## src/common/nebula_pkg.sv

```systemverilog
// ##################################################
// Memory map and sizes for the two-team user area
// Region code sits in address bits 15:12, upper bits are not decoded
// ##################################################
package nebula_pkg;

    localparam int NUM_TEAMS  = 2;    // Team slot 0 means no owner
    localparam int SRAM_WORDS = 256;

    localparam logic [3:0] REGION_SRAM = 4'd0;
    localparam logic [3:0] REGION_GPIO = 4'd1;
    localparam logic [3:0] REGION_LA   = 4'd2;
    localparam logic [3:0] REGION_TEAM = 4'd3;

    localparam int GPIO_PINS  = 38;
    localparam int GPIO_BANK  = 8;
    localparam int GPIO_BANKS = (GPIO_PINS + GPIO_BANK - 1) / GPIO_BANK;  // Last bank is short

    localparam int LA_BANKS = 4;
    localparam int LA_WIDTH = 32 * LA_BANKS;

    localparam logic [31:0] UNMAPPED_DATA = 32'hBAD0_ADD5;

    // Same address word, seen by system targets or by team slots
    typedef union packed {
        struct packed {
            logic [15:0] upper;
            logic [3:0]  region;
            logic [9:0]  word;
            logic [1:0]  byte_off;
        } sys_view;
        struct packed {
            logic [15:0] upper;
            logic [3:0]  region;
            logic [3:0]  team;
            logic [5:0]  reg_num;
            logic [1:0]  byte_off;
        } team_view;
    } wb_addr_u;

    // Byte-lane write merge for sel
    function automatic logic [31:0] byte_merge(input logic [31:0] old_word,
                                               input logic [31:0] new_word,
                                               input logic [3:0]  sel);
        logic [31:0] merged;
        merged = old_word;
        for (int b = 0; b < 4; b++) begin
            if (sel[b]) merged[8*b +: 8] = new_word[8*b +: 8];
        end
        return merged;
    endfunction

endpackage

```

## src/control/la_control.sv

```systemverilog
// ##################################################
// Owner field per 32-bit LA bank in bits 15:0
// ##################################################
`timescale 1ns/1ps

module la_control (
    input  logic        wb_clk_i,
    input  logic        reset_i,
    input  logic        stb_i,
    input  logic        we_i,
    input  logic [3:0]  sel_i,
    input  logic [31:0] dat_i,
    output logic        ack_o,
    output logic [31:0] dat_o,
    input  logic [nebula_pkg::LA_WIDTH*(nebula_pkg::NUM_TEAMS+1)-1:0] designs_la_data_out_flat_i,
    output logic [nebula_pkg::LA_WIDTH-1:0] la_data_o
);
    import nebula_pkg::*;

    logic [4*LA_BANKS-1:0] owner_q;
    logic [31:0]           owner_next;
    logic [3:0]            owner_eff;
    logic                  take;

    assign take       = stb_i & ~ack_o;
    assign owner_next = byte_merge(32'(owner_q), dat_i, sel_i);

    always_ff @(posedge wb_clk_i) begin
        if (reset_i) begin
            ack_o   <= 1'b0;
            owner_q <= '0;
        end else begin
            ack_o <= take;
            if (take && we_i) owner_q <= owner_next[4*LA_BANKS-1:0];
        end
    end

    always_ff @(posedge wb_clk_i) begin
        if (take) dat_o <= 32'(owner_q);
    end

    always_comb begin
        for (int b = 0; b < LA_BANKS; b++) begin
            owner_eff = owner_q[4*b +: 4];
            if (owner_eff > NUM_TEAMS) owner_eff = '0;  // Unknown team drives zeros
            la_data_o[32*b +: 32] = designs_la_data_out_flat_i[owner_eff*LA_WIDTH + 32*b +: 32];
        end
    end

endmodule

```

## config.mk

```make
export PLATFORM = sky130hd
export DESIGN_NAME = la_control
export DESIGN_NICKNAME = d
export VERILOG_FILES = /design/src/common/nebula_pkg.sv /design/src/control/la_control.sv
export SDC_FILE = /design/constraint.sdc
export NUM_CORES = 1
export LEC_CHECK = 0
export BUFFER_PORTS_ARGS = -buffer_cell sky130_fd_sc_hd__buf_2
export CAP_MARGIN = 20
export CORE_AREA = 8 8 223 225
export CTS_CLUSTER_SIZE = 12
export DETAILED_ROUTE_END_ITERATION = 8
export DIE_AREA = 0 0 231 233
export PLACE_DENSITY = 0.44
export SETUP_SLACK_MARGIN = 0.4
export SYNTH_ARGS = -nofsm -noshare
export SYNTH_HDL_FRONTEND = slang
export SYNTH_SLANG_ARGS = --single-unit
```

## constraint.sdc

```tcl
create_clock -name wb_clk_i -period 1.9 [get_ports wb_clk_i]
set_input_delay 0.19 -clock wb_clk_i [delete_from_list [all_inputs] [get_ports wb_clk_i]]
set_output_delay 0.19 -clock wb_clk_i [all_outputs]
set_load 0.01 [all_outputs]
```

==> impl_metrics.tcl <==
set metrics [dict create \
    ys.flop_type "dfxtp_1" \
    num_vias 6388 \
    yosysWarnings 0 \
    crit_type "register to output port" \
    p_total_mw 3.24 \
    max_stage_delay_ps 350 \
    slew_headroom_pct 65.8 \
    status "complete, but fails checks" \
    cp_cell_sequence "nor4b_4, buf_6, buf_12, buf_12, mux2i_4, o21ai_2, buf_2" \
    area_growth_pct 131 \
    fmaxAchievable_mhz 499 \
    dr.pass1.iters 6 \
    power_density_nw_per_um2 343 \
    antenna_left 0 \
    switching_share_pct 34.5 \
    worstPathArrival_ps 1820 \
    clk_latency_ps 290 \
    grt_use_total_pct 9.99 \
    start_kind "register" \
    grt_max_degree 33 \
    clkPwrFrac_pct 24.4 \
    period_minus_slack_ps 2010 \
    nets 1579 \
    drc 0 \
    placementRows 79 \
    p_seq_share_pct 24.8 \
    netlist_instances 536 \
    fp.dieW_um 231 \
    cts_tree "done" \
    cts-root-buf "clkbuf_16" \
    rsz0062_at_grt "true" \
    synth_edf_count 16 \
    cpMostUsedCell "buf_12" \
    synth-seq-cells 33 \
    worstSetupEndpointType "output port" \
    ys_seq_area_share_pct 20.0 \
    antenna_found_initial 1 \
    cts_buffers 5 \
    finClkSkew_ps 7.42 \
    place_hpwl_mm 21.8 \
    grt_pass1_vias 7014 \
    htreeDepth 2 \
    synthDistinctLibCells 20 \
    place_congestion 0.827 \
    drt_iter0_drc 192 \
    p_comb_share_pct 50.8 \
    grt_first_pass_wirelength_mm 41.6 \
    synth_area_um2 4100 \
    stdcell_area_um2 9460 \
    drv_slew 0 \
    wl_per_cell_um 17.3 \
    coreArea_um2 46100 \
    critPathMaxFanout 5 \
    grt.overflow.total 0 \
    min_path_type "input port to register" \
    total_leakage_power_nw 4.09 \
    dieArea_um2 53800 \
    crit_slowest_cell "dfxtp_4" \
    p_sw_mw 1.12 \
    setup-violations-final 102 \
    async_flop_share_pct 0 \
    layout-drive-gt1-share_pct 64.1 \
    syn_avg_cell_area_um2 7.64 \
    ios 585 \
    die_h_um 233 \
    clock-sinks 33 \
    worstMarginPinSlew_ps 513 \
    cap_violations 0 \
    fin_crit_sh_pct 106 \
    intPower_mw 2.13 \
    cp.required_ps 1710 \
    clk_pin_slew_ps 60 \
    portBuffers 550 \
    vdd_drop_max_mv 0.260 \
    vias_per_cell 3.62 \
    finalHoldViolCount 0 \
    fill_cells 5146 \
    violations "setup timing" \
    setup_slack_ps -105 \
    clockBufferDepth 2 \
    placed_area_um2 7610 \
    drt-total-wl_mm 30.6 \
    hold_buffers 0 \
    initial_utilization_pct 8.89 \
]
registers in the layout, summed over array words and instances, names as in the netlist:
name	flops
dat_o	16
owner_q	16
ack_o	1
cell usage after synthesis (4+ instances only):
library cell	n	area, µm²
nand3b_1	4	30.0
o21ai_1	113	566
buf_4	17	128
a21oi_1	16	80.1
o21ai_2	10	87.6
nand2_1	156	586
buf_6	12	135
dfxtp_1	17	340
edfxtp_1	16	480
nor4b_4	8	190
mux2i_1	128	1280
o21ai_0	5	25.0
buf_2	7	35.0
clkbuf_1	17	63.8
placed cells by master, fill, tap and decap left out, drive strengths merged:
| cell type | instances |
|---|---|
| a21oi | 16 |
| and4b | 2 |
| buf | 645 |
| clkbuf | 13 |
| clkinv | 3 |
| conb | 16 |
| dfxtp | 17 |
| diode | 3 |
| edfxtp | 16 |
| mux2i | 128 |
| nand2 | 156 |
| nand3b | 4 |
| nand4b | 2 |
| nor2b | 2 |
| nor4b | 8 |
| o21ai | 128 |
power groups by stage:
stage	combinational (mW)	sequential, mW	clock [mW]
floorplan	0.567	0.827	0
global placement	1.34	0.825	0
detailed placement	1.35	0.825	0
CTS	1.56	0.807	0.843
global route	1.78	0.808	0.874
finish	1.65	0.804	0.792
critical path: cells and delay by family, from the launching register on:
kind	cells	cell delay, ps
compound gates	1	60
buf+inv	4	590
flops	1	350
mux	1	230
simple gates	1	280
worst paths after layout:
path / start / cells after the start / end / slack (ps)
worst max-delay path: owner_q[15]$_SDFFE_PP0P_ / 7 / la_data_o[119] / -110
worst min-delay path: dat_i[1] / 3 / owner_q[1]$_SDFFE_PP0P_ / 130
worst max register to register: ack_o$_SDFF_PP0_ / 3 / owner_q[7]$_SDFFE_PP0P_ / 600
worst min register to register: owner_q[5]$_SDFFE_PP0P_ / 2 / owner_q[5]$_SDFFE_PP0P_ / 490
final cells by class:
class,count,area [µm²],share of cell area [%]
Antenna cell,3,7.51,0.0793
Multi-Input combinational cell,462,3260,34.5
Timing Repair Buffer,653,4450,47.0
Clock inverter,3,12.5,0.132
Tap cell,607,759,8.02
Clock buffer,5,125,1.32
Sequential cell,33,850,8.98
timing repair:
action | 4_1_cts | 5_1_grt
endpoints found under the setup margin | 128 | 128
resized for setup | 86 | 70
setup buffers | 37 | 10
pin swaps | 10 | 21
cloned | 19 | 8
metal layers:
layer	up-vias	share of wire (%)	routed length, µm	global-route usage, %
li1	3124	-	-	-
met1	2896	40	12100	11.3
met2	344	51	15600	18.2
met3	24	7.8	2400	3.24
met4	0	1.5	463	1.70
met5	-	0	0	0
cell families (layout without fill, tap and decap cells):
kind of cell	count (synthesis)	count (layout)	synth area share [%]
other	1	19	0.0916
and+or+nand+nor	174	174	20.9
AOI/OAI and AO/OA	144	144	18.5
DFF	33	33	20.0
buffers and inverters	56	661	9.17
muxes	128	128	31.3
per-stage QoR:
| stage | setup TNS (ps) | utilization, % | setup WS (ps) | instances | hold WS (ps) |
|---|---|---|---|---|---|
| 6_report | -4670 | 20.5 | -105 | 1766 | 130 |
| 5_1_grt | -16280 | 20.5 | -203 | 1764 | 123 |
| 4_1_cts | -6670 | 19.3 | -111 | 1745 | 117 |
| 3_5_place_dp | 0 | 16.5 | 120 | 1681 | 444 |
| 3_3_place_gp | 0 | 16.5 | 149 | 1681 | 441 |
| 2_1_floorplan | 0 | - | 404 | 551 | 326 |
Note: power is estimated with default switching activity, not from simulation.
