## config.mk

```make
export PLATFORM = sky130hd
export DESIGN_NAME = sample_team
export DESIGN_NICKNAME = d
export VERILOG_FILES = /design/src/common/nebula_pkg.sv /design/src/design/sample_team.sv
export SDC_FILE = /design/constraint.sdc
export NUM_CORES = 1
export LEC_CHECK = 0
export BUFFER_PORTS_ARGS = -buffer_cell sky130_fd_sc_hd__buf_2
export CAP_MARGIN = 10
export CORE_MARGIN = 1
export CORE_UTILIZATION = 48
export CTS_CLUSTER_DIAMETER = 80
export CTS_CLUSTER_SIZE = 24
export DETAILED_ROUTE_END_ITERATION = 6
export PLACE_DENSITY = 0.88
export SETUP_SLACK_MARGIN = 0.05
export SKIP_LAST_GASP = 1
export SYNTH_ARGS = -nofsm -noshare
export SYNTH_HDL_FRONTEND = slang
export SYNTH_SLANG_ARGS = --single-unit
```

## constraint.sdc

```tcl
create_clock -name wb_clk_i -period 2.9 [get_ports wb_clk_i]
set_input_delay 0.29 -clock wb_clk_i [delete_from_list [all_inputs] [get_ports wb_clk_i]]
set_output_delay 0.29 -clock wb_clk_i [all_outputs]
set_load 0.01 [all_outputs]
```

## src/common/nebula_pkg.sv

```systemverilog
// ##################################################
// Memory map and sizes for the two-team user area
// Region code sits in address bits 15:12, upper bits are not decoded
// ##################################################
package nebula_pkg;

    localparam int NUM_TEAMS  = 2;    // Team slot 0 means no owner
    localparam int SRAM_WORDS = 256;

    localparam logic [3:0] REGION_SRAM = 4'd0;
    localparam logic [3:0] REGION_GPIO = 4'd1;
    localparam logic [3:0] REGION_LA   = 4'd2;
    localparam logic [3:0] REGION_TEAM = 4'd3;

    localparam int GPIO_PINS  = 38;
    localparam int GPIO_BANK  = 8;
    localparam int GPIO_BANKS = (GPIO_PINS + GPIO_BANK - 1) / GPIO_BANK;  // Last bank is short

    localparam int LA_BANKS = 4;
    localparam int LA_WIDTH = 32 * LA_BANKS;

    localparam logic [31:0] UNMAPPED_DATA = 32'hBAD0_ADD5;

    // Same address word, seen by system targets or by team slots
    typedef union packed {
        struct packed {
            logic [15:0] upper;
            logic [3:0]  region;
            logic [9:0]  word;
            logic [1:0]  byte_off;
        } sys_view;
        struct packed {
            logic [15:0] upper;
            logic [3:0]  region;
            logic [3:0]  team;
            logic [5:0]  reg_num;
            logic [1:0]  byte_off;
        } team_view;
    } wb_addr_u;

    // Byte-lane write merge for sel
    function automatic logic [31:0] byte_merge(input logic [31:0] old_word,
                                               input logic [31:0] new_word,
                                               input logic [3:0]  sel);
        logic [31:0] merged;
        merged = old_word;
        for (int b = 0; b < 4; b++) begin
            if (sel[b]) merged[8*b +: 8] = new_word[8*b +: 8];
        end
        return merged;
    endfunction

endpackage

```

## src/design/sample_team.sv

```systemverilog
// ##################################################
// Sample team with scratch, counter, control and id registers
// Counter runs while en_i and control bit 0 are both high
// ##################################################
`timescale 1ns/1ps

module sample_team #(
    parameter int TEAM_ID = 1
) (
    input  logic        wb_clk_i,
    input  logic        reset_i,
    input  logic        stb_i,
    input  logic        we_i,
    input  logic [3:0]  sel_i,
    input  logic [31:0] adr_i,
    input  logic [31:0] dat_i,
    input  logic        en_i,
    output logic        ack_o,
    output logic [31:0] dat_o,
    output logic [nebula_pkg::GPIO_PINS-1:0] gpio_out_o,
    output logic [nebula_pkg::GPIO_PINS-1:0] gpio_oeb_o,
    output logic [nebula_pkg::LA_WIDTH-1:0]  la_data_o
);
    import nebula_pkg::*;

    wb_addr_u    adr;
    logic [31:0] scratch_q, counter_q, control_q;
    logic        take, wr;

    assign adr  = adr_i;
    assign take = stb_i & ~ack_o;
    assign wr   = take & we_i;

    always_ff @(posedge wb_clk_i) begin
        if (reset_i) begin
            ack_o     <= 1'b0;
            scratch_q <= '0;
            counter_q <= '0;
            control_q <= '0;
        end else begin
            ack_o <= take;
            if (wr && adr.team_view.reg_num == 6'd0) scratch_q <= byte_merge(scratch_q, dat_i, sel_i);
            if (wr && adr.team_view.reg_num == 6'd1) begin
                counter_q <= byte_merge(counter_q, dat_i, sel_i);  // Load beats count
            end else if (en_i && control_q[0]) begin
                counter_q <= counter_q + 32'd1;
            end
            if (wr && adr.team_view.reg_num == 6'd2) control_q <= byte_merge(control_q, dat_i, sel_i);
        end
    end

    always_ff @(posedge wb_clk_i) begin
        if (take) begin
            case (adr.team_view.reg_num)
                6'd0:    dat_o <= scratch_q;
                6'd1:    dat_o <= counter_q;
                6'd2:    dat_o <= control_q;
                6'd3:    dat_o <= 32'(TEAM_ID);
                default: dat_o <= '0;
            endcase
        end
    end

    assign gpio_out_o = GPIO_PINS'(scratch_q ^ counter_q);
    assign gpio_oeb_o = '0;  // Always driving
    assign la_data_o  = {32'(TEAM_ID), control_q, scratch_q, counter_q};

endmodule

```

==> run summary <==
Setup-failing EPs final: 0
Synthesis Warnings: 0
CP max stage delay: 640 ps
Avg Vias per Cell: 5.725
Clock Sinks: 129
vias in the first global route: 6344
FF-to-FF Start: counter_q[0]
Synth async-reset ratio: 0%
Synth cell types: 52
top_reg_cell synth: dfxtp_1
IO buf count: 207
post-layout minimum cycle time: 2557 ps
Synth area leaders: dfxtp_1 27%, edfxtp_1 13%, buf_4 8.1%, a21oi_1 7.7%, nand3_1 6.3%
postcts setup bufs: 0
Initial Utilization: 49.37%
synth cell count leaders: 110 x a21oi_1, 101 x nand2_1, 97 x dfxtp_1, 90 x nand3_1, 84 x nor2_1
Crit Path Class: flip-flop to flip-flop
H-Tree Depth: 4
Post-synth EDFFs: 32
CTS Buffer Depth: 2
end of the worst hold path: scratch_q[11]
Setup TNS: 0 ps
Reg2Reg Setup Slack: 340 ps
Final Slew Violations: 0
Post-CTS Hold Buffers: 0
Post-CTS Resized: 0
largest net degree at the start of global routing: 76
Fill cells: 1257
Root Buffer: clkbuf_16
final RePlAce weighted congestion: 0.9144
Setup Skew: 13.16 ps
# DRC: 0
Post-Syn Area: 7176 sq um
n_diodes: 0
initial antenna violation count: 0
Final Power: 4.468 mW
DRT antenna net count: 0
wire length of the first global-routing pass: 34100 microns
Die H: 124.3 microns
GR Util All Layers: 27.58%
later-pin clock latency in the skew report: 420 ps
total number of vias: 7139
Final nets: 1124
Worst Hold Launch: dat_i[11]
Leak: 3.932 nW
CTS Buf Count: 17
worst path required time: 3240 ps
Worst Path Arrival: 2900 ps
Routed WL: 21800 microns
max-cap viol count: 0
area grow syn2layout: 21.71%
top-count cell post-synth: a21oi_1
DR WL/cell: 17.48 microns
register area share after synthesis: 40.45%
DR pass1 iterations: 5
DP HPWL: 15270 microns
GRT Residual Overflow: 0
share of post-route cells with drive strength above 1: 25.68%
CTS tree: built
Final Hold Fails: 0
worst setup margin: 342.7 ps
dpl cell area: 8098 sq um
core area: 14530 sq um
iteration-0 DRC count of the detailed router: 773
Setup crit end kind: flip-flop
final non-filler cell area: 8733 sq um
I/O Pins: 310
worst reg-to-reg path cell count: 6
Multi-input gate area: 3722 sq um
flops & latches, synth: 129
floorplan row count: 44
CP max FO: 8
Rel. slew slack: 35.76%
worst slew pin tran: 961.6 ps
period utilization: 88.18%
power per cell area: 511.6 nW/um^2
worst r2r dst: counter_q[28]
Yosys top cell by area: dfxtp_1
Place WS: 405.7 ps
CP max stage cell: nor4_1
die area: 15440 sq um
crit path launch type: flip-flop
clk slew on worst S/H paths: 60 ps
WHS Path Cells: 3
FF+latch area: 2903 sq um
RSZ-0062 raised after global routing: no
Fmax: 391.0 MHz
CP Cell Sequence: ha_1 > nand4_1 > nor4_1 > nand3_1 > or3_1 > a31oi_1
outcome: finished, final reports clean
Synth top area share: 27.06%
die width: 124.3 microns
worst vdd ir: 0.3987 mV
fin util: 60.09%
synthesized instance count: 864
hold crit path type: input pin to flip-flop
syn_area_per_cell: 8.305 sq um
-- report_power, final --
group          internal [mW]  switching [mW]  total, mW
Clock                   1.54           0.788       2.33
Combinational         0.0659           0.202      0.268
Sequential              1.86         0.00702       1.87
-- through the flow --
stage                     hold slack, ps  instances
after floorplan                    437.5        938
after global placement             453.0       1215
after detailed placement           461.7       1215
after CTS                          139.8       1247
after global routing               154.6       1247
final                              149.8       1247
-- metal layers --
layer	GRT usage (%)	share of wire, %
met1	36.61	42
met2	42.90	46
met3	6.615	9.3
met4	11.41	2.7
met5	0	0
-- worst max-delay path by stage --
stage | from | end | slack [ps] | cells past startpoint
after floorplan | ack_o | dat_o[0] | 650 | 1
after global placement | adr_i[7] | scratch_q[27] | 390 | 7
after detailed placement | counter_q[0] | counter_q[28] | 410 | 6
after CTS | counter_q[0] | counter_q[28] | 370 | 6
after global routing | counter_q[0] | counter_q[28] | 220 | 6
final | counter_q[0] | counter_q[28] | 340 | 6
-- cell type report --
class / count / area share [%]
clock inverters: 11 / 2.120
flip-flops and latches: 129 / 33.24
clock buffers: 21 / 5.158
inverters: 5 / 0.2149
repair buffers: 230 / 14.01
multi-input cells: 667 / 42.62
well taps: 184 / 2.636
-- cells by family (layout without fill, tap and decap cells) --
family	Yosys count	count (layout)	share of synthesized area, %
AO/OA/AOI/OAI	170	170	14.00
XOR/XNOR	32	32	3.906
adder cells (fa/ha/maj)	1	1	0.1743
buffers and inverters	142	267	11.84
flip-flops	129	129	40.45
multiplexers	44	44	6.190
other	2	76	0.1047
AND/OR/NAND/NOR	344	344	23.33
-- cells in the final DEF, fill, tap and decap left out, types with 4 or more instances in the layout --
master | Yosys | layout
buf_2 | 16 | 206
a21oi_1 | 110 | 110
nand2_1 | 101 | 101
dfxtp_1 | 97 | 97
nand3_1 | 90 | 90
nor2_1 | 84 | 84
conb_1 | 2 | 76
mux2i_1 | 41 | 41
xor2_1 | 32 | 32
edfxtp_1 | 32 | 32
buf_4 | 77 | 23
nand4_1 | 17 | 17
clkbuf_16 | 0 | 17
a21o_1 | 10 | 10
a221oi_1 | 8 | 8
o21ai_0 | 8 | 8
and4_1 | 7 | 7
nor3_1 | 7 | 7
inv_1 | 5 | 5
or3_1 | 5 | 5
a31oi_1 | 6 | 5
bufinv_16 | 0 | 5
nor4_4 | 4 | 4
a311oi_1 | 4 | 4
and3_1 | 4 | 4
nor4_1 | 4 | 4
clkinv_2 | 0 | 4
-- sequential cells by signal, summed over array words and instances (netlist names) --
signal,flops
control_q,32
counter_q,32
dat_o,32
ack_o,1
scratch_q,32
-- critical path: cells and delay by family, from the launching register on --
| family | cells | cell delay, ps |
|---|---|---|
| simple gates | 4 | 1510 |
| flops | 1 | 510 |
| fa+ha+maj | 1 | 310 |
| compound gates | 1 | 160 |
Power figures use the tool's default switching activity.
