<file path="config.mk">
export PLATFORM = sky130hd
export DESIGN_NAME = wishbone_decoder
export DESIGN_NICKNAME = d
export VERILOG_FILES = /design/src/common/nebula_pkg.sv /design/src/wishbone/wishbone_decoder.sv
export SDC_FILE = /design/constraint.sdc
export NUM_CORES = 1
export LEC_CHECK = 0
export BUFFER_PORTS_ARGS = -buffer_cell sky130_fd_sc_hd__buf_4
export CAP_MARGIN = 5
export CORE_AREA = 2 2 93 95
export DETAILED_ROUTE_END_ITERATION = 6
export DIE_AREA = 0 0 95 97
export PLACE_DENSITY = 0.67
export SKIP_CTS_REPAIR_TIMING = 1
export SYNTH_ARGS = -nofsm -noshare
export SYNTH_HDL_FRONTEND = slang
export SYNTH_SLANG_ARGS = --single-unit
</file>
<file path="constraint.sdc">
create_clock -name wb_clk_i -period 1.65 [get_ports wb_clk_i]
set_input_delay 0.33 -clock wb_clk_i [delete_from_list [all_inputs] [get_ports wb_clk_i]]
set_output_delay 0.33 -clock wb_clk_i [all_outputs]
set_load 0.05 [all_outputs]
</file>
<file path="src/common/nebula_pkg.sv">
// ##################################################
// Memory map and sizes for the two-team user area
// Region code sits in address bits 15:12, upper bits are not decoded
// ##################################################
package nebula_pkg;

    localparam int NUM_TEAMS  = 2;    // Team slot 0 means no owner
    localparam int SRAM_WORDS = 256;

    localparam logic [3:0] REGION_SRAM = 4'd0;
    localparam logic [3:0] REGION_GPIO = 4'd1;
    localparam logic [3:0] REGION_LA   = 4'd2;
    localparam logic [3:0] REGION_TEAM = 4'd3;

    localparam int GPIO_PINS  = 38;
    localparam int GPIO_BANK  = 8;
    localparam int GPIO_BANKS = (GPIO_PINS + GPIO_BANK - 1) / GPIO_BANK;  // Last bank is short

    localparam int LA_BANKS = 4;
    localparam int LA_WIDTH = 32 * LA_BANKS;

    localparam logic [31:0] UNMAPPED_DATA = 32'hBAD0_ADD5;

    // Same address word, seen by system targets or by team slots
    typedef union packed {
        struct packed {
            logic [15:0] upper;
            logic [3:0]  region;
            logic [9:0]  word;
            logic [1:0]  byte_off;
        } sys_view;
        struct packed {
            logic [15:0] upper;
            logic [3:0]  region;
            logic [3:0]  team;
            logic [5:0]  reg_num;
            logic [1:0]  byte_off;
        } team_view;
    } wb_addr_u;

    // Byte-lane write merge for sel
    function automatic logic [31:0] byte_merge(input logic [31:0] old_word,
                                               input logic [31:0] new_word,
                                               input logic [3:0]  sel);
        logic [31:0] merged;
        merged = old_word;
        for (int b = 0; b < 4; b++) begin
            if (sel[b]) merged[8*b +: 8] = new_word[8*b +: 8];
        end
        return merged;
    endfunction

endpackage

</file>
<file path="src/wishbone/wishbone_decoder.sv">
// ##################################################
// Combinational strobe routing and return mux
// Unmapped requests get a registered ack with UNMAPPED_DATA
// ##################################################
`timescale 1ns/1ps

module wishbone_decoder (
    input  logic                                 wb_clk_i,
    input  logic                                 reset_i,
    input  logic                                 wbs_cyc_i,
    input  logic                                 wbs_stb_i,
    input  logic [31:0]                          wbs_adr_i,
    output logic                                 sram_stb_o,
    output logic                                 gpio_stb_o,
    output logic                                 la_stb_o,
    output logic [nebula_pkg::NUM_TEAMS-1:0]     team_stb_o,
    input  logic                                 sram_ack_i,
    input  logic                                 gpio_ack_i,
    input  logic                                 la_ack_i,
    input  logic [nebula_pkg::NUM_TEAMS-1:0]     team_ack_i,
    input  logic [31:0]                          sram_dat_i,
    input  logic [31:0]                          gpio_dat_i,
    input  logic [31:0]                          la_dat_i,
    input  logic [32*nebula_pkg::NUM_TEAMS-1:0]  team_dat_i,
    output logic                                 wbs_ack_o,
    output logic [31:0]                          wbs_dat_o
);
    import nebula_pkg::*;

    localparam int UNM = NUM_TEAMS + 3;  // Unmapped bit of the one-hot target

    wb_addr_u             adr;
    logic                 req;
    logic                 hit_sram, hit_gpio, hit_la, unmapped;
    logic [NUM_TEAMS-1:0] hit_team;
    logic [UNM:0]         target_q;     // sram, gpio, la, teams, unmapped
    logic                 unm_ack_q;

    assign adr = wbs_adr_i;
    assign req = wbs_cyc_i & wbs_stb_i;

    always_comb begin
        hit_sram = adr.sys_view.region == REGION_SRAM && adr.sys_view.word < SRAM_WORDS;
        hit_gpio = adr.sys_view.region == REGION_GPIO;
        hit_la   = adr.sys_view.region == REGION_LA;
        // Team index 0 and anything above NUM_TEAMS falls through
        for (int t = 0; t < NUM_TEAMS; t++) begin
            hit_team[t] = adr.team_view.region == REGION_TEAM && adr.team_view.team == t + 1;
        end
        unmapped = ~(hit_sram | hit_gpio | hit_la | (|hit_team));
    end

    assign sram_stb_o = req & hit_sram;
    assign gpio_stb_o = req & hit_gpio;
    assign la_stb_o   = req & hit_la;
    assign team_stb_o = {NUM_TEAMS{req}} & hit_team;

    always_ff @(posedge wb_clk_i) begin
        if (reset_i) begin
            unm_ack_q <= 1'b0;
            target_q  <= '0;
        end else begin
            unm_ack_q <= req & unmapped & ~unm_ack_q;  // One ack per held request
            if (req) target_q <= {unmapped, hit_team, hit_la, hit_gpio, hit_sram};
        end
    end

    assign wbs_ack_o = sram_ack_i | gpio_ack_i | la_ack_i | (|team_ack_i) | unm_ack_q;

    always_comb begin
        wbs_dat_o = '0;
        if (target_q[0]) wbs_dat_o = sram_dat_i;
        if (target_q[1]) wbs_dat_o = gpio_dat_i;
        if (target_q[2]) wbs_dat_o = la_dat_i;
        for (int t = 0; t < NUM_TEAMS; t++) begin
            if (target_q[3+t]) wbs_dat_o = team_dat_i[32*t +: 32];
        end
        if (target_q[UNM]) wbs_dat_o = UNMAPPED_DATA;
    end

endmodule

</file>
==> results of run 1 <==
where the power goes:
group / switching, W / leakage [nW] / total [W] / internal, W
combinational: 0.000430 / 1.95 / 0.000936 / 0.000507
sequential: 0.00000434 / 0.0591 / 0.000178 / 0.000174
clock: 0.0000689 / 0.0228 / 0.000236 / 0.000167
Yosys cell counts (2+ instances only):
cell / count / area [um2]
buf_6: 5 / 56.3
nand4_1: 3 / 18.8
o31ai_2: 10 / 125
nand3b_1: 15 / 113
a221oi_2: 24 / 360
nor2b_1: 21 / 131
dfxtp_1: 7 / 140
clkbuf_1: 9 / 33.8
and4_1: 2 / 17.5
buf_4: 3 / 22.5
a21oi_2: 10 / 87.6
o31ai_1: 8 / 60.1
nand2_1: 9 / 33.8
a21oi_1: 23 / 115
nand4b_1: 2 / 17.5
a221oi_1: 26 / 228
buf_2: 12 / 60.1
a221o_1: 14 / 140
inv_1: 30 / 113
nor2_1: 5 / 18.8
cell type report:
cell class / instances / area, um2 / share of cell area
Sequential cell: 7 / 146 / 0.0306
Clock buffer: 4 / 45.0 / 0.00942
Tap cell: 105 / 131 / 0.0275
Inverter: 30 / 113 / 0.0235
Multi-Input combinational cell: 183 / 2160 / 0.451
Timing Repair Buffer: 257 / 2190 / 0.458
per-layer routing:
layer	vias to the layer above	routed length (um)
met2	145	5310
li1	1463	-
met1	1416	3550
met3	8	750
met4	0	94
met5	-	0
path summary, 6_finish.rpt:
kind	endpoint	slack, ns
min	target_q[4]	0.31
max reg2reg	target_q[4]	0.60
max	wbs_dat_o[0]	-0.40
min reg2reg	unm_ack_q	0.53
stage by stage:
stage               instances  instance area, um2  setup TNS [ns]
global route              586                4780          -11.94
detailed placement        587                4400           -4.48
floorplan                 252                2450           -3.19
finish                    586                4780          -10.35
global placement          587                4400           -3.98
CTS                       591                4440          -12.30
worst max-delay path: stages (launching register included):
cell and delay [ns]:
dfxtp_2 0.34, buf_4 0.12, and2b_2 0.24, buf_8 0.16, buf_4 0.14, a221oi_4 0.25
o31ai_4 0.08, buf_6 0.16
cell families after synthesis:
family | after synthesis | share of synthesized area
AND/OR/NAND/NOR | 64 | 0.200
AO/OA/AOI/OAI | 119 | 0.574
buffers and inverters | 62 | 0.157
flip-flops | 7 | 0.0699
sequential cells by signal (all words and copies together), names as in the netlist:
signal	flops
target_q	6
unm_ack_q	1
==> impl_metrics.csv, run 1 <==
group,metric,value,unit
critical_path,reg2reg_depth,3,
clock_tree,cts_tree,"built",
yosys,synthFlopType,"dfxtp_1",
clock_tree,cts_buffer_depth,2,
power_and_ir_drop,powerDensity,282,nW/um2
drt,wl_per_cell,16.6,um
clock_tree,clkTransAtPathRegs,0.04,ns
global_routing,grt_first_pass_wirelength,14200,um
critical_path,r2r_start,"target_q[4]",
sta,fin_skew,0,ns
yosys,synth_area,2010,um2
status,violations,"setup timing",
sta,slew_headroom,0.707,
finish,syn_to_final_growth,138,%
clock_tree,cts_root_buf,"clkbuf_8",
drt,drc,0,
clock_tree,htreeDepth,1,
placed_design,place_ws,-0.201,ns
power_and_ir_drop,vdd_ir_drop_max,0.291,mV
sta,rsz0062_at_grt,"yes",
worst_hold_path,hp-start,"reset_i",
sta,period_needed,2.05,ns
global_routing,antenna_found_initial,0,
global_routing,grt_use_met2,0.373,
global_routing,globalRouteMet3Util,0.0343,
finish,drive_above_1_share,0.690,
finish,fin_util,0.588,
yosys,syn_area_per_cell,7.96,um2
sta,fmax,0.488,GHz
sta,hold_viol_final,0,
global_routing,gr-total-overflow,0,
critical_path,cp-start-kind,"register",
sta,fin_hold_ws,0.313,ns
die,ios,239,
clock_tree,cts-buffers-inserted,3,
die,die_x,95,um
placed_design,io_buffers,214,
finish,mostFrequentLayoutCells,"buf_4 (212), buf_6 (34), inv_1 (30), a221oi_4 (30), a21oi_1 (23)",
drt,drt_iter0_drc,100,
placed_design,gp_congestion,0.746,
global_routing,use_met1,0.208,
global_routing,grt_pass1_vias,3067,
global_routing,grt_usage,0.190,
sta,fin_ws,-0.399,ns
finish,final_nets,683,
critical_path,endpoint_kind,"output pin",
drt,drt-pass1-iter-count,4,
finish,antennaDiodeCount,0,
finish,final_common_cell,"buf_4",
critical_path,critPathMaxFanout,8,
critical_path,cp.arrival,1.72,ns
critical_path,required,1.32,ns
critical_path,crit_path_start,"target_q[1]",
critical_path,worstSetupPathType,"register to output pin",
worst_hold_path,min_path_cells,2,
sta,drv_slew,0,
yosys,yosys_register_bits,7,
sta,setup_violations,32,
drt,vias,3032,
sta,worstMarginPinSlew,0.440,ns
yosys,ys_types,34,
global_routing,busiest_layer,"met2",
drt,ant_nets,0,
yosys,async_reset_ff_frac,0,
worst_hold_path,hold_path_class,"input pin to register",
die,die_y,97,um
die,die_area,9220,um2
power_and_ir_drop,p_total,0.00135,W
sta,fin_crit_sh,1.24,
status,status,"finished, violations left",
placed_design,dp_hpwl,7490,um
clock_tree,clk_latency,0.22,ns
yosys,ys_warn_count,0,
yosys,synth_edf_count,0,
drt,viasPerCell,5.17,
yosys,yosysSeqAreaShare,0.0699,
yosys,syn_nets,453,
finish,nFillCells,711,
yosys,syn_inst,252,
die,initial_core_util,0.247,
global_routing,grt_max_degree,36,
power_and_ir_drop,p_leak,2.03,nW
clock_tree,clock_sinks,7,
die,coreArea,8130,um2
job,cap_violations,0,
die,rows,33,
drt,wl,9710,um
Note: power is estimated with default switching activity, not from simulation.
==> run 2, diff against run 1 <==
SETUP_SLACK_MARGIN = 0.5   (was default)
TNS_END_PERCENT = 30   (was default)
==> run 2 against run 1 <==
The run still ends with setup timing left. Count of clock-buffer cells in the layout did not move. Non-clock buffer count up 8. Global-route usage down 0.34 points. Combinational power is 4.4% lower. Maximum frequency increased by 0.10%. Clock skew stayed put. Via count is 0.92% higher. Critical path depth fell by 1. Total power decreased by 3.0%. Hold slack better by 0.0098 ns. Cell area down 1.4%. First-iteration DRC count fell by 59%. Critical endpoint is now wbs_dat_o[14].
==> impl_metrics.csv, run 2 (synthesis gave the netlist of run 1 again) <==
group,metric,value,unit
status,status,"finished, violations left",
status,violations,"setup timing",
critical_path,critPathMaxFanout,29,
finish,antennaDiodeCount,0,
drt,drc,0,
die,die_x,95,um
clock_tree,cts_tree,"built",
drt,wl_per_cell,16.2,um
placed_design,dpl-instance-area,4370,um2
placed_design,dp_hpwl,7430,um
sta,fin_skew,0,ns
critical_path,path_buf_inv,3,
drt,vias,3060,
drt,drt-pass1-iter-count,4,
critical_path,worstSetupPathType,"register to output pin",
power_and_ir_drop,p_leak,2.07,nW
clock_tree,clkTransAtPathRegs,0.04,ns
critical_path,worstPathCellList,"buf_12 > buf_4 > a21oi_2 > a221o_1 > a221oi_4 > buf_6",
finish,mostFrequentLayoutCells,"buf_4 (224), buf_6 (31), inv_1 (30)",
die,die_y,97,um
finish,fin_cells,594,
sta,rsz0062_at_grt,"yes",
global_routing,grt_usage,0.186,
drt,wl,9600,um
die,coreArea,8130,um2
drt,drt_iter0_drc,41,
critical_path,cp_slowest_cell,"dfxtp_2",
power_and_ir_drop,powerDensity,278,nW/um2
power_and_ir_drop,p_total,0.00131,W
die,rows,33,
critical_path,required,1.32,ns
global_routing,grt_max_degree,38,
sta,fin_crit_sh,1.24,
sta,drv_slew,0,
placed_design,placed_cells,587,
clock_tree,cts_buffer_depth,2,
job,cap_violations,0,
worst_hold_path,hold_path_class,"input pin to register",
finish,drive_above_1_share,0.714,
critical_path,critPathTopFamily,"compound AO/OA/AOI/OAI gates",
sta,hold_viol_final,0,
die,die_area,9220,um2
finish,final_area,4720,um2
sta,period_needed,2.05,ns
finish,fin_util,0.580,
global_routing,grt_pass1_vias,2987,
clock_tree,cts_root_buf,"clkbuf_8",
sta,fmax,0.488,GHz
drt,ant_nets,0,
global_routing,gr-total-overflow,0,
critical_path,max_stage_delay,0.34,ns
drt,viasPerCell,5.15,
die,initial_core_util,0.247,
global_routing,grt_first_pass_wirelength,14100,um
finish,largest_register_ffs,6,
sta,setup_violations,32,
global_routing,antenna_found_initial,0,
critical_path,cp.arrival,1.72,ns
finish,syn_to_final_growth,135,%
sta,worstMarginPinSlew,0.439,ns
critical_path,endpoint_kind,"output pin",
clock_tree,cts-buffers-inserted,3,
placed_design,place_ws,-0.385,ns
critical_path,cp-start-kind,"register",
placed_design,gp_congestion,0.742,
clock_tree,htreeDepth,1,
finish,final_nets,691,
sta,fin_ws,-0.397,ns
die,ios,239,
finish,reg.largest.list,"target_q: 6 flops, unm_ack_q: 1 flops",
finish,largest_register,"target_q",
finish,final_common_cell,"buf_4",
placed_design,io_buffers,214,
clock_tree,clock_sinks,7,
power_and_ir_drop,vdd_ir_drop_max,0.352,mV
clock_tree,clk_latency,0.23,ns
sta,slew_headroom,0.708,
## run 2: cell type report
cell class | instances | area (um2)
multi-input cells | 183 | 2060
well taps | 105 | 131
repair buffers | 265 | 2220
clock buffers | 4 | 45.0
inverters | 30 | 113
fillers | 741 | 3420
flip-flops and latches | 7 | 146
## run 2: report_power, final
part	total, W	internal [W]	switching (W)
clock network	0.000238	0.000167	0.0000712
logic	0.000895	0.000483	0.000412
registers	0.000176	0.000174	0.00000254
## run 2: final timing paths
kind | from | to | slack [ns] | cells past startpoint
worst min-delay path | reset_i | target_q[1] | 0.32 | 2
worst min register to register | unm_ack_q | unm_ack_q | 0.53 | 2
worst max register to register | target_q[2] | target_q[2] | 0.60 | 3
worst max-delay path | target_q[1] | wbs_dat_o[14] | -0.40 | 6
## run 2: metrics by stage
stage,setup TNS (ns),hold WS (ns)
CTS,-15.99,0.308
finish,-9.72,0.323
global route,-12.22,0.324
detailed placement,-8.17,0.524
floorplan,-3.64,0.392
global placement,-7.88,0.513
## run 2: routing by layer
layer / track usage / vias to the layer above / share of wire
li1: - / 1478 / -
met1: 0.217 / 1431 / 0.38
met2: 0.349 / 139 / 0.53
met3: 0.0312 / 12 / 0.071
met4: 0.0368 / 0 / 0.0099
met5: 0 / - / 0
